--- config.mk ---
export PLATFORM = sky130hd
export DESIGN_NAME = dbg_io_top
export DESIGN_NICKNAME = d
export VERILOG_FILES = /design/src/logic/dbg_io_pkg.sv /design/src/logic/dbg_io_top.sv /design/src/logic/dbg_bus_decode.sv /design/src/logic/dbg_print_fifo.sv /design/src/logic/dbg_halt_ctrl.sv /design/src/logic/dbg_scratch_regs.sv
export SDC_FILE = /design/constraint.sdc
export NUM_CORES = 1
export LEC_CHECK = 0
export ABC_CLOCK_PERIOD_IN_PS = 5000
export BUFFER_PORTS_ARGS = -buffer_cell sky130_fd_sc_hd__buf_2
export CORE_UTILIZATION = 30
export CTS_BUF_LIST = sky130_fd_sc_hd__clkbuf_4 sky130_fd_sc_hd__clkbuf_8
export CTS_CLUSTER_DIAMETER = 80
export DETAILED_ROUTE_END_ITERATION = 8
export GPL_ROUTABILITY_DRIVEN = 0
export GPL_TIMING_DRIVEN = 0
export HOLD_SLACK_MARGIN = 0.1
export SYNTH_ARGS = -nofsm -noshare
export SYNTH_HDL_FRONTEND = slang
export SYNTH_SLANG_ARGS = --single-unit
--- constraint.sdc ---
create_clock -name nw -period 5 [get_ports nw]
set_input_delay 0.25 -clock nw [delete_from_list [all_inputs] [get_ports nw]]
set_output_delay 0.25 -clock nw [all_outputs]
set_load 0.02 [all_outputs]
--- src/logic/dbg_io_pkg.sv ---
`default_nettype none

package dbg_io_pkg;

   ////////////////////////////////
   // Widths.
   ////////////////////////////////

   typedef logic [9:0]  io_addr_t;             // I/O window address.
   typedef logic [15:0] io_data_t;             // Bus data word.
   typedef logic [15:0] count_t;               // Assertion pass counter.

   // Print kinds, in address order from 0x3f0.
   typedef enum logic [2:0] {
      print_addr    = 3'd0,                    // Address of the write.
      print_char    = 3'd1,                    // Character code.
      print_sdec    = 3'd2,                    // Signed decimal.
      print_udec    = 3'd3,                    // Unsigned decimal.
      print_hex     = 3'd4,                    // Hexadecimal.
      print_bin     = 3'd5,                    // Binary.
      print_space   = 3'd6,                    // Fixed blank.
      print_newline = 3'd7                     // Fixed line feed.
   } print_kind_e;

   typedef struct packed {
      print_kind_e kind;                       // How the host shows it.
      io_data_t    value;                      // Payload.
   } print_rec_t;

   ////////////////////////////////
   // Wishbone classic.
   ////////////////////////////////

   typedef struct packed {
      logic     cyc;                           // Bus cycle in progress.
      logic     stb;                           // Transfer request.
      logic     we;                            // Write when high.
      io_addr_t adr;
      io_data_t dat;                           // Write data.
   } wb_req_t;

   typedef struct packed {
      logic     ack;                           // One cycle per transfer.
      io_data_t dat;                           // Read data.
   } wb_rsp_t;

   // Fixed locations in the window.
   localparam io_addr_t addr_halt        = 10'h00f;
   localparam io_addr_t addr_print_base  = 10'h3f0;
   localparam io_addr_t addr_status      = 10'h3fc;
   localparam io_addr_t addr_pass_cnt    = 10'h3fd;
   localparam io_addr_t addr_assert_ok   = 10'h3fe;
   localparam io_addr_t addr_assert_fail = 10'h3ff;

endpackage

`default_nettype wire
--- src/logic/dbg_io_top.sv ---
`timescale 1ns/1ps
`default_nettype none

module dbg_io_top #(
   parameter int fifo_depth    = 8,
   parameter int scratch_depth = 16
) (
   input  logic                    nw,
   input  logic                    rst_n,
   input  dbg_io_pkg::wb_req_t     bus_req,
   output dbg_io_pkg::wb_rsp_t     bus_rsp,
   output logic                    print_valid,
   output dbg_io_pkg::print_rec_t  print_rec,
   input  logic                    print_ready,
   output logic                    halt,
   output logic                    assert_fail
);
   import dbg_io_pkg::*;

   localparam int lvl_w = $clog2(fifo_depth) + 1;
   localparam int idx_w = $clog2(scratch_depth);

   logic              push;                   // One record per print write.
   print_rec_t        push_rec;
   logic              fifo_full;
   logic [lvl_w-1:0]  fifo_level;
   logic              halt_req;
   logic              ok_stb;
   logic              fail_stb;
   count_t            pass_cnt;
   logic              scr_we;
   logic [idx_w-1:0]  scr_idx;
   io_data_t          scr_wdata;
   io_data_t          scr_rdata;

   //////////////////////////////
   // Bus slave.
   //////////////////////////////

   dbg_bus_decode #(
      .fifo_depth    (fifo_depth),
      .scratch_depth (scratch_depth)
   ) decode_i (
      .nw          (nw),
      .rst_n       (rst_n),
      .bus_req     (bus_req),
      .bus_rsp     (bus_rsp),
      .push        (push),
      .push_rec    (push_rec),
      .fifo_full   (fifo_full),
      .fifo_level  (fifo_level),
      .halt_req    (halt_req),
      .assert_ok   (ok_stb),
      .assert_fail (fail_stb),
      .halted      (halt),
      .failed      (assert_fail),
      .pass_cnt    (pass_cnt),
      .scr_we      (scr_we),
      .scr_idx     (scr_idx),
      .scr_wdata   (scr_wdata),
      .scr_rdata   (scr_rdata)
   );

   //////////////////////////////
   // Print queue to the host.
   //////////////////////////////

   dbg_print_fifo #(
      .fifo_depth (fifo_depth)
   ) fifo_i (
      .nw        (nw),
      .rst_n     (rst_n),
      .push      (push),
      .push_rec  (push_rec),
      .full      (fifo_full),
      .level     (fifo_level),
      .out_valid (print_valid),
      .out_rec   (print_rec),
      .out_ready (print_ready)
   );

   dbg_halt_ctrl halt_i (
      .nw          (nw),
      .rst_n       (rst_n),
      .halt_req    (halt_req),
      .assert_ok   (ok_stb),
      .assert_fail (fail_stb),
      .halt        (halt),                    // Also fed back to status.
      .failed      (assert_fail),
      .pass_cnt    (pass_cnt)
   );

   dbg_scratch_regs #(
      .scratch_depth (scratch_depth)
   ) scratch_i (
      .nw    (nw),
      .rst_n (rst_n),
      .we    (scr_we),
      .idx   (scr_idx),
      .wdata (scr_wdata),
      .rdata (scr_rdata)
   );

endmodule

`default_nettype wire

--- src/logic/dbg_bus_decode.sv ---
`timescale 1ns/1ps
`default_nettype none

module dbg_bus_decode #(
   parameter int fifo_depth    = 8,
   parameter int scratch_depth = 16
) (
   input  logic                               nw,
   input  logic                               rst_n,
   input  dbg_io_pkg::wb_req_t                bus_req,
   output dbg_io_pkg::wb_rsp_t                bus_rsp,
   output logic                               push,
   output dbg_io_pkg::print_rec_t             push_rec,
   input  logic                               fifo_full,
   input  logic [$clog2(fifo_depth):0]        fifo_level,
   output logic                               halt_req,
   output logic                               assert_ok,
   output logic                               assert_fail,
   input  logic                               halted,
   input  logic                               failed,
   input  dbg_io_pkg::count_t                 pass_cnt,
   output logic                               scr_we,
   output logic [$clog2(scratch_depth)-1:0]   scr_idx,
   output dbg_io_pkg::io_data_t               scr_wdata,
   input  dbg_io_pkg::io_data_t               scr_rdata
);
   import dbg_io_pkg::*;

   localparam int lvl_w = $clog2(fifo_depth) + 1;
   localparam int idx_w = $clog2(scratch_depth);

   typedef enum logic [2:0] {
      cls_halt, cls_print, cls_ok, cls_fail, cls_status, cls_pass, cls_scratch
   } acc_class_e;

   acc_class_e  acc_class;
   print_kind_e rec_kind;
   logic        req_valid;
   logic        stall;
   logic        accept;
   logic        wr_acc;
   logic        ack_q;
   io_data_t    status_word;
   io_data_t    rd_mux;
   io_data_t    rdat_q;

   //////////////////////////////
   // Address decode.
   //////////////////////////////

   always_comb begin
      if (bus_req.adr == addr_halt) begin
         acc_class = cls_halt;
      end else if (bus_req.adr[9:3] == addr_print_base[9:3]) begin
         acc_class = cls_print;                // Eight print slots.
      end else if (bus_req.adr == addr_assert_ok) begin
         acc_class = cls_ok;
      end else if (bus_req.adr == addr_assert_fail) begin
         acc_class = cls_fail;
      end else if (bus_req.adr == addr_status) begin
         acc_class = cls_status;
      end else if (bus_req.adr == addr_pass_cnt) begin
         acc_class = cls_pass;
      end else begin
         acc_class = cls_scratch;              // Everything else aliases here.
      end
   end

   // No new request while ack is out, the master is still holding stb.
   assign req_valid = bus_req.cyc && bus_req.stb && !ack_q;
   assign stall     = bus_req.we && (acc_class == cls_print) && fifo_full;
   assign accept    = req_valid && !stall;
   assign wr_acc    = accept && bus_req.we;

   // Strobes are taken by the blocks on the same edge as ack.
   assign push        = wr_acc && (acc_class == cls_print);
   assign halt_req    = wr_acc && (acc_class == cls_halt);
   assign assert_ok   = wr_acc && (acc_class == cls_ok);
   assign assert_fail = wr_acc && (acc_class == cls_fail);
   // Status and pass count are read-only, writes there land in scratch.
   assign scr_we    = wr_acc && (acc_class inside {cls_scratch, cls_status, cls_pass});
   assign scr_idx   = bus_req.adr[idx_w-1:0];  // Low bits only.
   assign scr_wdata = bus_req.dat;

   always_comb begin
      rec_kind       = print_kind_e'(bus_req.adr[2:0]);
      push_rec.kind  = rec_kind;
      case (rec_kind)
         print_addr:    push_rec.value = io_data_t'(bus_req.adr);
         print_space:   push_rec.value = 16'd32;
         print_newline: push_rec.value = 16'd10;
         default:       push_rec.value = bus_req.dat;
      endcase
   end

   //////////////////////////////
   // Read path and ack.
   //////////////////////////////

   always_comb begin
      status_word              = '0;
      status_word[15]          = halted;
      status_word[14]          = failed;
      status_word[lvl_w-1:0]   = fifo_level; // Records waiting.
   end

   always_comb begin
      case (acc_class)
         cls_status: rd_mux = status_word;
         cls_pass:   rd_mux = pass_cnt;
         default:    rd_mux = scr_rdata;
      endcase
   end

   always_ff @(posedge nw) begin
      if (!rst_n) begin
         ack_q <= 1'b0;
      end else begin
         ack_q <= accept;                      // Single-cycle ack.
      end
   end

   always_ff @(posedge nw) begin
      if (accept && !bus_req.we) begin
         rdat_q <= rd_mux;                     // Valid in the ack cycle.
      end
   end

   assign bus_rsp = '{ack: ack_q, dat: rdat_q};

endmodule

`default_nettype wire

--- src/logic/dbg_print_fifo.sv ---
`timescale 1ns/1ps
`default_nettype none

module dbg_print_fifo #(
   parameter int fifo_depth = 8
) (
   input  logic                          nw,
   input  logic                          rst_n,
   input  logic                          push,
   input  dbg_io_pkg::print_rec_t        push_rec,
   output logic                          full,
   output logic [$clog2(fifo_depth):0]   level,
   output logic                          out_valid,
   output dbg_io_pkg::print_rec_t        out_rec,
   input  logic                          out_ready
);
   import dbg_io_pkg::*;

   localparam int aw = $clog2(fifo_depth);

   print_rec_t  mem [fifo_depth];             // Record storage.
   logic [aw-1:0] wr_ptr;
   logic [aw-1:0] rd_ptr;
   logic [aw:0]   count;
   logic          do_push;
   logic          do_pop;

   assign full      = (count == (aw + 1)'(fifo_depth));
   assign level     = count;
   assign out_valid = (count != '0);          // Head is shown as soon as it exists.
   assign out_rec   = mem[rd_ptr];

   assign do_push = push && !full;            // Decoder already stalls on full.
   assign do_pop  = out_valid && out_ready;

   //////////////////////////////
   // Storage.
   //////////////////////////////

   always_ff @(posedge nw) begin
      if (do_push) begin
         mem[wr_ptr] <= push_rec;
      end
   end

   //////////////////////////////
   // Pointers and occupancy.
   //////////////////////////////

   always_ff @(posedge nw) begin
      if (!rst_n) begin
         wr_ptr <= '0;
         rd_ptr <= '0;
         count  <= '0;
      end else begin
         if (do_push) begin
            wr_ptr <= wr_ptr + 1'b1;           // Wraps, depth is a power of two.
         end
         if (do_pop) begin
            rd_ptr <= rd_ptr + 1'b1;
         end
         case ({do_push, do_pop})
            2'b10:   count <= count + 1'b1;
            2'b01:   count <= count - 1'b1;
            default: count <= count;           // Both or neither.
         endcase
      end
   end

endmodule

`default_nettype wire

--- src/logic/dbg_halt_ctrl.sv ---
`timescale 1ns/1ps
`default_nettype none

module dbg_halt_ctrl (
   input  logic                nw,
   input  logic                rst_n,
   input  logic                halt_req,
   input  logic                assert_ok,
   input  logic                assert_fail,
   output logic                halt,
   output logic                failed,
   output dbg_io_pkg::count_t  pass_cnt
);
   import dbg_io_pkg::*;

   logic   halt_q;
   logic   failed_q;
   count_t cnt_q;

   //////////////////////////////
   // Sticky flags.
   //////////////////////////////

   always_ff @(posedge nw) begin
      if (!rst_n) begin
         halt_q   <= 1'b0;
         failed_q <= 1'b0;
      end else begin
         if (halt_req || assert_fail) begin
            halt_q <= 1'b1;                    // A failed assertion also stops.
         end
         if (assert_fail) begin
            failed_q <= 1'b1;
         end
      end
   end

   // Pass counter, wraps at 16 bits.
   always_ff @(posedge nw) begin
      if (!rst_n) begin
         cnt_q <= '0;
      end else if (assert_ok) begin
         cnt_q <= cnt_q + 1'b1;
      end
   end

   assign halt     = halt_q;
   assign failed   = failed_q;
   assign pass_cnt = cnt_q;

endmodule

`default_nettype wire

--- src/logic/dbg_scratch_regs.sv ---
`timescale 1ns/1ps
`default_nettype none

module dbg_scratch_regs #(
   parameter int scratch_depth = 16
) (
   input  logic                               nw,
   input  logic                               rst_n,
   input  logic                               we,
   input  logic [$clog2(scratch_depth)-1:0]   idx,
   input  dbg_io_pkg::io_data_t               wdata,
   output dbg_io_pkg::io_data_t               rdata
);
   import dbg_io_pkg::*;

   io_data_t regs [scratch_depth];            // Scratch words.

   //////////////////////////////
   // Write port.
   //////////////////////////////

   always_ff @(posedge nw) begin
      if (!rst_n) begin
         for (int i = 0; i < scratch_depth; i++) begin
            regs[i] <= '0;                     // Reads back zero after reset.
         end
      end else if (we) begin
         regs[idx] <= wdata;
      end
   end

   // Read is combinational, same index as the write.
   assign rdata = regs[idx];

endmodule

`default_nettype wire

# Word level (Yosys, flattened, before mapping)
# Memory sizes are Yosys's and may differ from the RTL's. A register that Yosys moved wholly into a read port is not among the register bits.
# Cells that the tools add are included.
[word_totals]
reg_bits = 45
mem_bits_rw = 408
input_bits = 32
output_inout_bits = 39
wordCells = 77
memories = 2
[memory_table]
columns = ["name", "words", "word_bits", "rd", "rd_clocked_by_memory_dff", "write_ports", "line_no", "rtl"]
rows = [
  ["scratch_i.regs", 16, 16, 1, 0, 16, "dbg_scratch_regs.sv:16", "io_data_t regs [scratch_depth];"],
  ["fifo_i.mem", 8, 19, 1, 1, 1, "dbg_print_fifo.sv:21", "print_rec_t mem [fifo_depth];"],
]
[classes]
n_addsub = 5
eq_ne = 17
n_mux = 20
n_reduce_logical = 25
[ops]
columns = ["cell", "n"]
rows = [
  ["$pmux W16 S3", 1],
  ["$eq A10 B10 Y1 const B", 4],
  ["$pmux W16 S2", 1],
  ["$mux W3", 7],
  ["$add A16 B1 Y16 const B", 1],
  ["$mux W16", 1],
  ["$reduce_or A16 Y1", 1],
  ["$eq A3 B3 Y1 const B", 5],
  ["$logic_and A1 B1 Y1", 14],
  ["$eq A10 B4 Y1 const B", 1],
  ["$pmux W4 S2", 1],
  ["$eq A7 B7 Y1 const B", 1],
  ["$mux W1", 7],
  ["$add A3 B1 Y3 const B", 2],
  ["$eq A3 B2 Y1 const B", 2],
  ["$logic_not A3 Y1", 2],
  ["$add A4 B1 Y4 const B", 1],
  ["$eq A4 B4 Y1 const B", 1],
  ["$logic_not A1 Y1", 4],
  ["$mux W4", 1],
  ["$reduce_bool A4 Y1", 1],
  ["$sub A4 B1 Y4 const B", 1],
  ["$eq A3 B1 Y1 const B", 1],
  ["$reduce_bool A3 Y1", 1],
  ["other kinds (5)", 5],
]

# Longest topological paths before layout
# Gate-level depths: netlist (run 1).
[depth]
depth_word = 19
ltp_mapped = 11
depth_no_buf = 10

# Modules after synthesis
# A second synthesis (run 1) with hierarchy kept.
[unflattened]
hier_cells = 1263
hier_area_um2 = 20345.8
[modules_own_cells]
columns = ["mod", "instances", "cells_each", "area_each_um2", "seq_area_each_um2"]
rows = [
  ["dbg_scratch_regs", 1, 724, 11697.5, 7687.4],
  ["dbg_print_fifo", 1, 294, 6379.9, 4824.6],
  ["dbg_bus_decode", 1, 151, 1427.6, 500.5],
  ["dbg_halt_ctrl", 1, 94, 840.8, 360.3],
]

# Least setup slack after synthesis (run 1)
# OpenSTA, ideal clock, no wires.
[synth_path]
kind = "register to register"
from = "register fifo_i.count[1], in the netlist fifo_i.level[1]"
to = "memory fifo_i.mem[0][0] (netlist bit) (enable)"
setup_time_ns = 0.444
arrival_ns = 3.041
required_time_ns = 4.556
slack_ns = 1.515
stages_incl_launch_ff = 6
period_less_slack_ns = 3.485
cell_sequence = "dfxtp_1 -> clkbuf_1 -> nor4b_1 -> nor3_1 -> nand2_1 -> nor4_1"
[synth_via]
elab_chain_len = 9
[synth_rtl]
columns = ["element", "line_no", "rtl"]
rows = [
  ["start, declared", "dbg_print_fifo.sv:24", "logic [aw:0] count;"],
  ["start signal, assigned", "dbg_print_fifo.sv:63", "2'b10: count <= count + 1'b1;"],
  ["start signal, assigned", "dbg_print_fifo.sv:64", "2'b01: count <= count - 1'b1;"],
  ["start signal, assigned", "dbg_print_fifo.sv:65", "default: count <= count;"],
  ["$eq A4 B4 Y1 *", "dbg_print_fifo.sv:28", "assign full = (count == (aw + 1)'(fifo_depth));"],
  ["$logic_and A1 B1 Y1", "dbg_bus_decode.sv:71", "assign stall = bus_req.we && (acc_class == cls_print) && fifo_full;"],
  ["$logic_not A1 Y1", "dbg_bus_decode.sv:72", "assign accept = req_valid && !stall;"],
  ["$logic_and A1 B1 Y1", "dbg_bus_decode.sv:72", ""],
  ["$logic_and A1 B1 Y1", "dbg_bus_decode.sv:73", "assign wr_acc = accept && bus_req.we;"],
  ["$logic_and A1 B1 Y1", "dbg_bus_decode.sv:76", "assign push = wr_acc && (acc_class == cls_print);"],
  ["$logic_and A1 B1 Y1 *", "dbg_print_fifo.sv:33", "assign do_push = push && !full;"],
  ["$mux W1 *", "dbg_print_fifo.sv:41", "if (do_push) begin"],
  ["$mux W1 (not written as such) *", "dbg_print_fifo.sv:42", "mem[wr_ptr] <= push_rec;"],
  ["end, declared", "dbg_print_fifo.sv:21", ""],
]
# Mark *: on every way between the ends. The rest lies on a longest branch, timed or not.

==> results.py, run 1 <==
metrics = {
    "outcome": {
        "status": "finished, final reports clean",
    },
    "route": {
        "drt_iter0_drc": 1121,
        "drc": 0,
        "via_per_inst": 5.08,
        "vias": 12000,
        "drt-pass1-iter-count": 5,
        "wl_per_cell_um": 22.0,
        "wirelength_mm": 52.1,
        "final_antenna_net_count": 0,
    },
    "synthesis": {
        "synth-edff-count": 424,
        "async_flop_share_pct": 0,
        "synthCells": 1286,
        "yosys_warnings": 0,
        "synth_ff_type": "edfxtp_1",
        "synth-seq-area-share_pct": 69.1,
        "syn_area_um2": 19400,
        "synthDistinctLibCells": 50,
        "synth_nets": 1324,
        "syn_avg_cell_area_um2": 15.1,
        "synth-seq-cells": 456,
    },
    "finish": {
        "regArea_um2": 13400,
        "multiInputGateArea_um2": 5620,
        "final_cells": 2366,
        "nets": 1499,
        "final_util_pct": 35.7,
        "drive_above_1_share_pct": 24.4,
        "fillers": 6027,
        "synthToLayoutAreaGrowth_pct": 16.9,
    },
    "placed_design": {
        "io_buffers": 69,
        "dp_hpwl_mm": 35.5,
        "dp.cells": 2216,
    },
    "critical_path": {
        "required_ns": 5.19,
        "path_max_fanout": 16,
        "cp-start-kind": "primary input",
        "worstReg2RegEnd": "scratch_i.regs[3][15]",
        "rrSetupSlack_ns": 1.79,
        "cp-end-kind": "flop",
        "r2r_start": "decode_i.ack_q",
        "critPathLaunch": "bus_req[17]",
        "arrival_ns": 4.08,
        "reg2reg_depth": 5,
        "critPathKind": "in2reg",
    },
    "timing": {
        "fin_crit_sh_pct": 77.8,
        "final_hold_viol_count": 0,
        "finClkSkew_ns": 0.0348,
        "fin_setup_tns_ns": 0,
        "whs_ns": 0.123,
        "fmax_ghz": 0.257,
        "slew_headroom_pct": 27.0,
        "worst_slew_pin_slew_ns": 1.09,
        "rsz0062_at_grt": "no",
        "setup_violations": 0,
        "drv_slew": 0,
        "period_needed_ns": 3.89,
    },
    "clocking": {
        "ctsLongestPathBuffers": 3,
        "cts.clk_slew.worst_paths_ns": 0.06,
        "cts_made_buffers": 75,
        "cts_sinks": 456,
        "cts_root_buf": "clkbuf_8",
        "cts_tree": "done",
        "clk_latency_ns": 0.66,
        "h-tree-depth": 3,
        "cts_setup_buffers": 0,
        "cts_resized": 0,
    },
    "power": {
        "power.density_nw_per_um2": 355,
        "ir_worst_vdd_v": 0.000183,
        "finalPower_w": 0.00802,
        "p_leak_nw": 7.43,
    },
    "floorplan": {
        "die-area_um2": 65500,
        "ios": 71,
        "dieWidth_um": 256,
        "design.core.area_um2": 63400,
        "die_h_um": 256,
        "initial_core_util_pct": 30.5,
        "rows": 92,
    },
    "global_routing": {
        "antenna_found_initial": 3,
        "grt_pass1_vias": 12100,
        "grt_pass1_wl_mm": 77.3,
        "grt_overflow": 0,
        "grt_start_max_net_pins": 17,
        "grt_use_total_pct": 15.9,
    },
    "min_path": {
        "holdPathStages": 2,
        "hold_path.startpoint": "bus_req[12]",
        "worstHoldEndpoint": "fifo_i.mem[0][12]",
        "hold_class": "in2reg",
    },
    "flow_run": {
        "drv_cap": 0,
    },
}
[final cells by class]
class                      count  area share, %
antenna                        1         0.0111
buffer                        94           1.68
clock buffer                 102           5.63
clock inverter                33          0.918
inverter                       6         0.0996
multi-input combinational    730           24.8
sequential                   456           59.1
tap                          846           4.68
timing repair buffer          98           3.02
[metrics by stage]
step | instance area (µm²) | worst slack (ns)
final | 22600 | 1.11
after floorplan | 19400 | 1.52
after detailed placement | 21000 | 0.982
after global placement | 20800 | -0.869
after global routing | 22600 | 0.839
after CTS | 22600 | 1.09
[layer usage]
| layer | routed length [µm] | global-route usage (%) |
|---|---|---|
| met5 | 38 | 0 |
| met4 | 828 | 4.46 |
| met3 | 3670 | 3.49 |
| met2 | 26200 | 27.0 |
| met1 | 21300 | 20.3 |
[critical path, cell delays in order]
cell and delay (ns):
dlygate4sd3_1 0.52, buf_2 0.20, clkbuf_1 0.51, buf_2 0.48, buf_2 0.42, nor2_1 0.18
nand2_1 0.33, clkbuf_1 0.52, nand2_1 0.66
[cell usage after synthesis (2+ instances only)]
| cell type | count | area [µm²] |
|---|---|---|
| a2111oi_2 | 2 | 30.0 |
| a211oi_1 | 10 | 75.1 |
| a21oi_1 | 22 | 110 |
| a22oi_1 | 6 | 45.0 |
| a31o_2 | 2 | 17.5 |
| a31oi_1 | 10 | 62.6 |
| and2_1 | 10 | 62.6 |
| and3_1 | 7 | 43.8 |
| and4_1 | 4 | 35.0 |
| and4b_1 | 2 | 20.0 |
| buf_1 | 5 | 18.8 |
| buf_2 | 19 | 95.1 |
| clkbuf_1 | 69 | 259 |
| dfxtp_1 | 32 | 641 |
| edfxtp_1 | 424 | 12700 |
| ha_1 | 6 | 75.1 |
| inv_1 | 4 | 15.0 |
| mux2_2 | 33 | 372 |
| mux2i_1 | 12 | 120 |
| mux4_2 | 102 | 2300 |
| nand2_1 | 95 | 357 |
| nand2b_1 | 4 | 25.0 |
| nand3_1 | 27 | 135 |
| nand4_1 | 3 | 18.8 |
| nor2_1 | 279 | 1050 |
| nor2b_1 | 13 | 81.3 |
| nor3_1 | 9 | 45.0 |
| nor4_1 | 3 | 18.8 |
| nor4b_1 | 2 | 17.5 |
| o21ai_0 | 20 | 100 |
| o22ai_1 | 4 | 25.0 |
| o31ai_1 | 8 | 60.1 |
| or3_1 | 7 | 43.8 |
| or4_1 | 10 | 75.1 |
| xor2_1 | 6 | 52.6 |
[cells in the final DEF, fill, tap and decap left out, types with 12 or more instances in the layout]
cell / count
clkbuf_1: 69
clkbuf_8: 81
nand3_1: 27
nor2_1: 276
nand2_1: 95
dfxtp_1: 32
clkinv_1: 20
clkbuf_4: 21
dlygate4sd3_1: 14
mux2_2: 33
mux2i_1: 12
a21oi_1: 22
o21ai_0: 20
buf_2: 88
edfxtp_1: 424
mux4_2: 102
nor2b_1: 13
[worst max-delay path by stage]
stage                                  to  slack (ns)  cells after the start
floorplan                fifo_i.mem[0][0]        1.52                      5
global placement        fifo_i.mem[0][11]       -0.87                      5
detailed placement  scratch_i.regs[8][15]        0.98                      8
CTS                 scratch_i.regs[9][11]        1.09                      9
global route        scratch_i.regs[1][15]        0.84                      9
finish              scratch_i.regs[1][15]        1.11                      9
[registers in the layout, summed over array words and instances, names as in the netlist, named ones only]
signal / count
decode_i.ack_q: 1
decode_i.rdat_q: 16
fifo_i.level: 4
fifo_i.mem: 152
fifo_i.rd_ptr: 3
fifo_i.wr_ptr: 3
halt_i.failed: 1
halt_i.halt: 1
halt_i.pass_cnt: 16
scratch_i.regs: 256
[report_power, final]
group | internal, W | switching, W | total (W)
clock network | 0.00176 | 0.00151 | 0.00327
registers | 0.00427 | 0.0000247 | 0.00429
logic | 0.000150 | 0.000304 | 0.000454
total | 0.00618 | 0.00184 | 0.00802
[kinds of logic after synthesis]
logic type               after synthesis  share of synthesized area, %
AND/OR/NAND/NOR                      481                          10.8
flip-flops                           456                          69.1
multiplexers                         147                          14.4
buffers and inverters                100                          2.08
AO/OA/AOI/OAI                         90                          2.97
XOR/XNOR                               6                         0.272
adder cells (fa/ha/maj)                6                         0.388
[repair_timing]
item | CTS | global route
hold buffers | 14 | 0
endpoints found under the hold margin | 53 | 0
endpoints found under the setup margin | 0 | 0
Note: power is estimated with default switching activity, not from simulation.
==> inputs of run 2 (changes only) <==
ABC_AREA = 1   (was not set)
ABC_CLOCK_PERIOD_IN_PS = 3400   (was 5000)
clock period = 3.4 ns   (was 5 ns; I/O delays follow)
==> run 2 against run 1 <==
  * Clock skew down 0.011 ns
  * Critical path depth down 2
  * Sequential share of layout area down 1.4 points
  * Setup slack worse by 0.88 ns
  * Sequential power up 49%
  * Cell area up 2.4%
  * Clock power up 46%
  * Final cell count up 26%
  * Area after synthesis up 2.4%
  * Critical endpoint is now print_rec[15]
  * Largest cell class unchanged
==> results.py, run 2 <==
metrics = {
    "global_routing": {
        "grt_overflow": 0,
        "grt_start_max_net_pins": 17,
        "grt_use_total_pct": 17.7,
        "grt_pass1_vias": 14100,
        "grt_pass1_wl_mm": 88.0,
        "antenna_found_initial": 0,
    },
    "finish": {
        "layout_commonest_cell": "nand2_1",
        "synthToLayoutAreaGrowth_pct": 16.9,
        "diodes": 0,
        "nets": 2109,
        "fillers": 6390,
        "final_cells": 2985,
        "regMostFlops": "scratch_i.regs",
        "largestRegisters": "scratch_i.regs (256), fifo_i.mem (152)",
        "largest_reg_flops": 256,
        "final_cell_mix": "nand2_1 (541), edfxtp_1 (424), nor2_1 (389), buf_2 (89), clkbuf_8 (75)",
        "drive_above_1_share_pct": 14.0,
    },
    "route": {
        "wirelength_mm": 59.9,
        "final_antenna_net_count": 0,
        "wl_met3_mm": 5.05,
        "via_per_inst": 4.96,
        "vias": 14800,
        "wl_met2_mm": 28.3,
        "drc": 0,
        "drt-pass1-iter-count": 5,
        "wl_per_cell_um": 20.1,
        "routed.top_layer": "met4",
        "drt_iter0_drc": 1518,
        "wirelength_met1_mm": 24.3,
    },
    "synthesis": {
        "synth_top_area_share_pct": 64.2,
        "synth_ff_type": "edfxtp_1",
        "syn_area_um2": 19800,
        "synth-seq-cells": 456,
        "synth-seq-area-share_pct": 67.5,
        "synth_most_common_cell": "nand2_1",
        "synthDistinctLibCells": 31,
        "synth-edff-count": 424,
        "synth_top_area_cell": "edfxtp_1",
        "synthCells": 1884,
        "yosys_warnings": 0,
        "async_flop_share_pct": 0,
        "yosys-top-cells-count": "nand2_1 (541), edfxtp_1 (424), nor2_1 (389), nand4_1 (72), o21ai_0 (69)",
        "syn_avg_cell_area_um2": 10.5,
        "synth_nets": 1922,
        "netlist_top_cells_area": "edfxtp_1 (64%), nand2_1 (10%), nor2_1 (7.4%), dfxtp_1 (3.2%), nand4_1 (2.3%)",
    },
    "min_path": {
        "holdPathStages": 7,
        "hold_path.startpoint": "bus_req[27]",
        "hold_class": "in2reg",
        "worstHoldEndpoint": "decode_i.ack_q",
    },
    "timing": {
        "fin_crit_sh_pct": 93.2,
        "final_hold_viol_count": 0,
        "slew_headroom_pct": 14.9,
        "finClkSkew_ns": 0.0233,
        "setup_ws_ns": 0.230,
        "period_needed_ns": 3.17,
        "drv_slew": 0,
        "fmax_ghz": 0.316,
        "worst_slew_pin_slew_ns": 1.27,
        "setup_violations": 0,
        "rsz0062_at_grt": "no",
    },
    "critical_path": {
        "critPathKind": "reg2out",
        "reg2reg_depth": 7,
        "rrSetupSlack_ns": 0.41,
        "path_max_fanout": 10,
        "cp-end-kind": "output pin",
        "required_ns": 3.23,
        "cp-start-kind": "flop",
        "worstReg2RegEnd": "scratch_i.regs[1][14]",
        "arrival_ns": 3.00,
        "r2r_start": "decode_i.ack_q",
    },
    "clocking": {
        "cts_resized": 0,
        "cts.clk_slew.worst_paths_ns": 0.06,
        "ctsLongestPathBuffers": 3,
        "clk_latency_ns": 0.68,
        "h-tree-depth": 3,
        "cts_made_buffers": 75,
        "cts_tree": "done",
        "cts_setup_buffers": 0,
        "cts_sinks": 456,
        "cts_root_buf": "clkbuf_8",
    },
    "placed_design": {
        "dp_hpwl_mm": 41.0,
        "dp.cells": 2820,
        "io_buffers": 68,
        "pre_cts_ws_ns": 0.342,
    },
    "power": {
        "p_leak_nw": 8.57,
        "power.density_nw_per_um2": 573,
        "ir_worst_vdd_v": 0.000284,
    },
    "floorplan": {
        "die-area_um2": 67100,
        "die_h_um": 259,
        "ios": 71,
        "design.core.area_um2": 64800,
        "initial_core_util_pct": 30.6,
        "dieWidth_um": 259,
        "rows": 93,
    },
    "flow_run": {
        "drv_cap": 0,
    },
    "outcome": {
        "status": "finished, final reports clean",
    },
}
==> run 2: worst max path at each step <==
| stage | from | endpoint | slack (ns) | cells past startpoint |
|---|---|---|---|---|
| floorplan | decode_i.ack_q | fifo_i.mem[3][0] | 0.57 | 5 |
| global placement | decode_i.ack_q | fifo_i.mem[5][0] | -1.19 | 5 |
| detailed placement | bus_req[17] | scratch_i.regs[11][13] | 0.34 | 8 |
| CTS | flop | print_rec[6] | 0.14 | 7 |
| global route | flop | print_rec[17] | 0.04 | 7 |
| finish | flop | print_rec[15] | 0.23 | 7 |
==> run 2: kinds of logic (layout without fill, tap and decap cells) <==
kind of cell               after synthesis  after routing  synth area share, %
AOI/OAI and AO/OA                      137            137                 4.22
xor gates and xnor gates                15             15                0.663
adders and majority gates                6              6                0.379
buffers and inverters                  176            422                 3.91
DFF                                    456            456                 67.5
and+or+nand+nor                       1094           1094                 23.4
==> run 2: layer usage <==
layer,vias to the layer above,global-route usage [%]
met5,-,0
met4,0,7.87
met3,112,3.29
met2,696,29.1
met1,7208,22.6
li1,6777,-
==> run 2: final cells by class <==
type	count	area, µm²	share of cell area (%)
plain buffers	108	519	2.24
clock buffers	100	1220	5.27
clock inverters	36	239	1.03
inverters	68	255	1.10
multi-input cells	1252	5710	24.7
flip-flops and latches	456	13400	57.7
well taps	855	1070	4.62
repair buffers	110	781	3.37
==> run 2: critical path: stages (launching register included) <==
cell      delay (ns)
dfxtp_1         0.45
clkbuf_1        0.51
clkbuf_1        0.51
nor2_1          0.11
o32ai_1         0.37
nand2_1         0.09
nand2_1         0.12
buf_2           0.17
==> run 2: what timing repair did <==
action                                 in CTS  in global routing
setup endpoints to repair                   0                  0
endpoints found under the hold margin     143                  0
hold buffers                               29                  0
==> run 2: per-stage QoR <==
| stage | total power (W) | cell area, µm² | utilization [%] | TNS, ns | hold WS [ns] |
|---|---|---|---|---|---|
| after floorplan | 0.00774 | 19800 | - | 0 | 0.269 |
| after global placement | 0.00855 | 21200 | 32.8 | -147.87 | 0.452 |
| after detailed placement | 0.00859 | 21400 | 33.0 | 0 | 0.459 |
| after CTS | 0.0133 | 23200 | 35.7 | 0 | 0.114 |
| after global routing | 0.0137 | 23200 | 35.7 | 0 | 0.171 |
| final | 0.0133 | 23200 | 35.7 | 0 | 0.154 |
==> run 2: power breakdown <==
part / total, W / switching [W] / internal [W]
Clock: 0.00479 / 0.00227 / 0.00251
Sequential: 0.00639 / 0.0000814 / 0.00630
Combinational: 0.00211 / 0.00154 / 0.000571
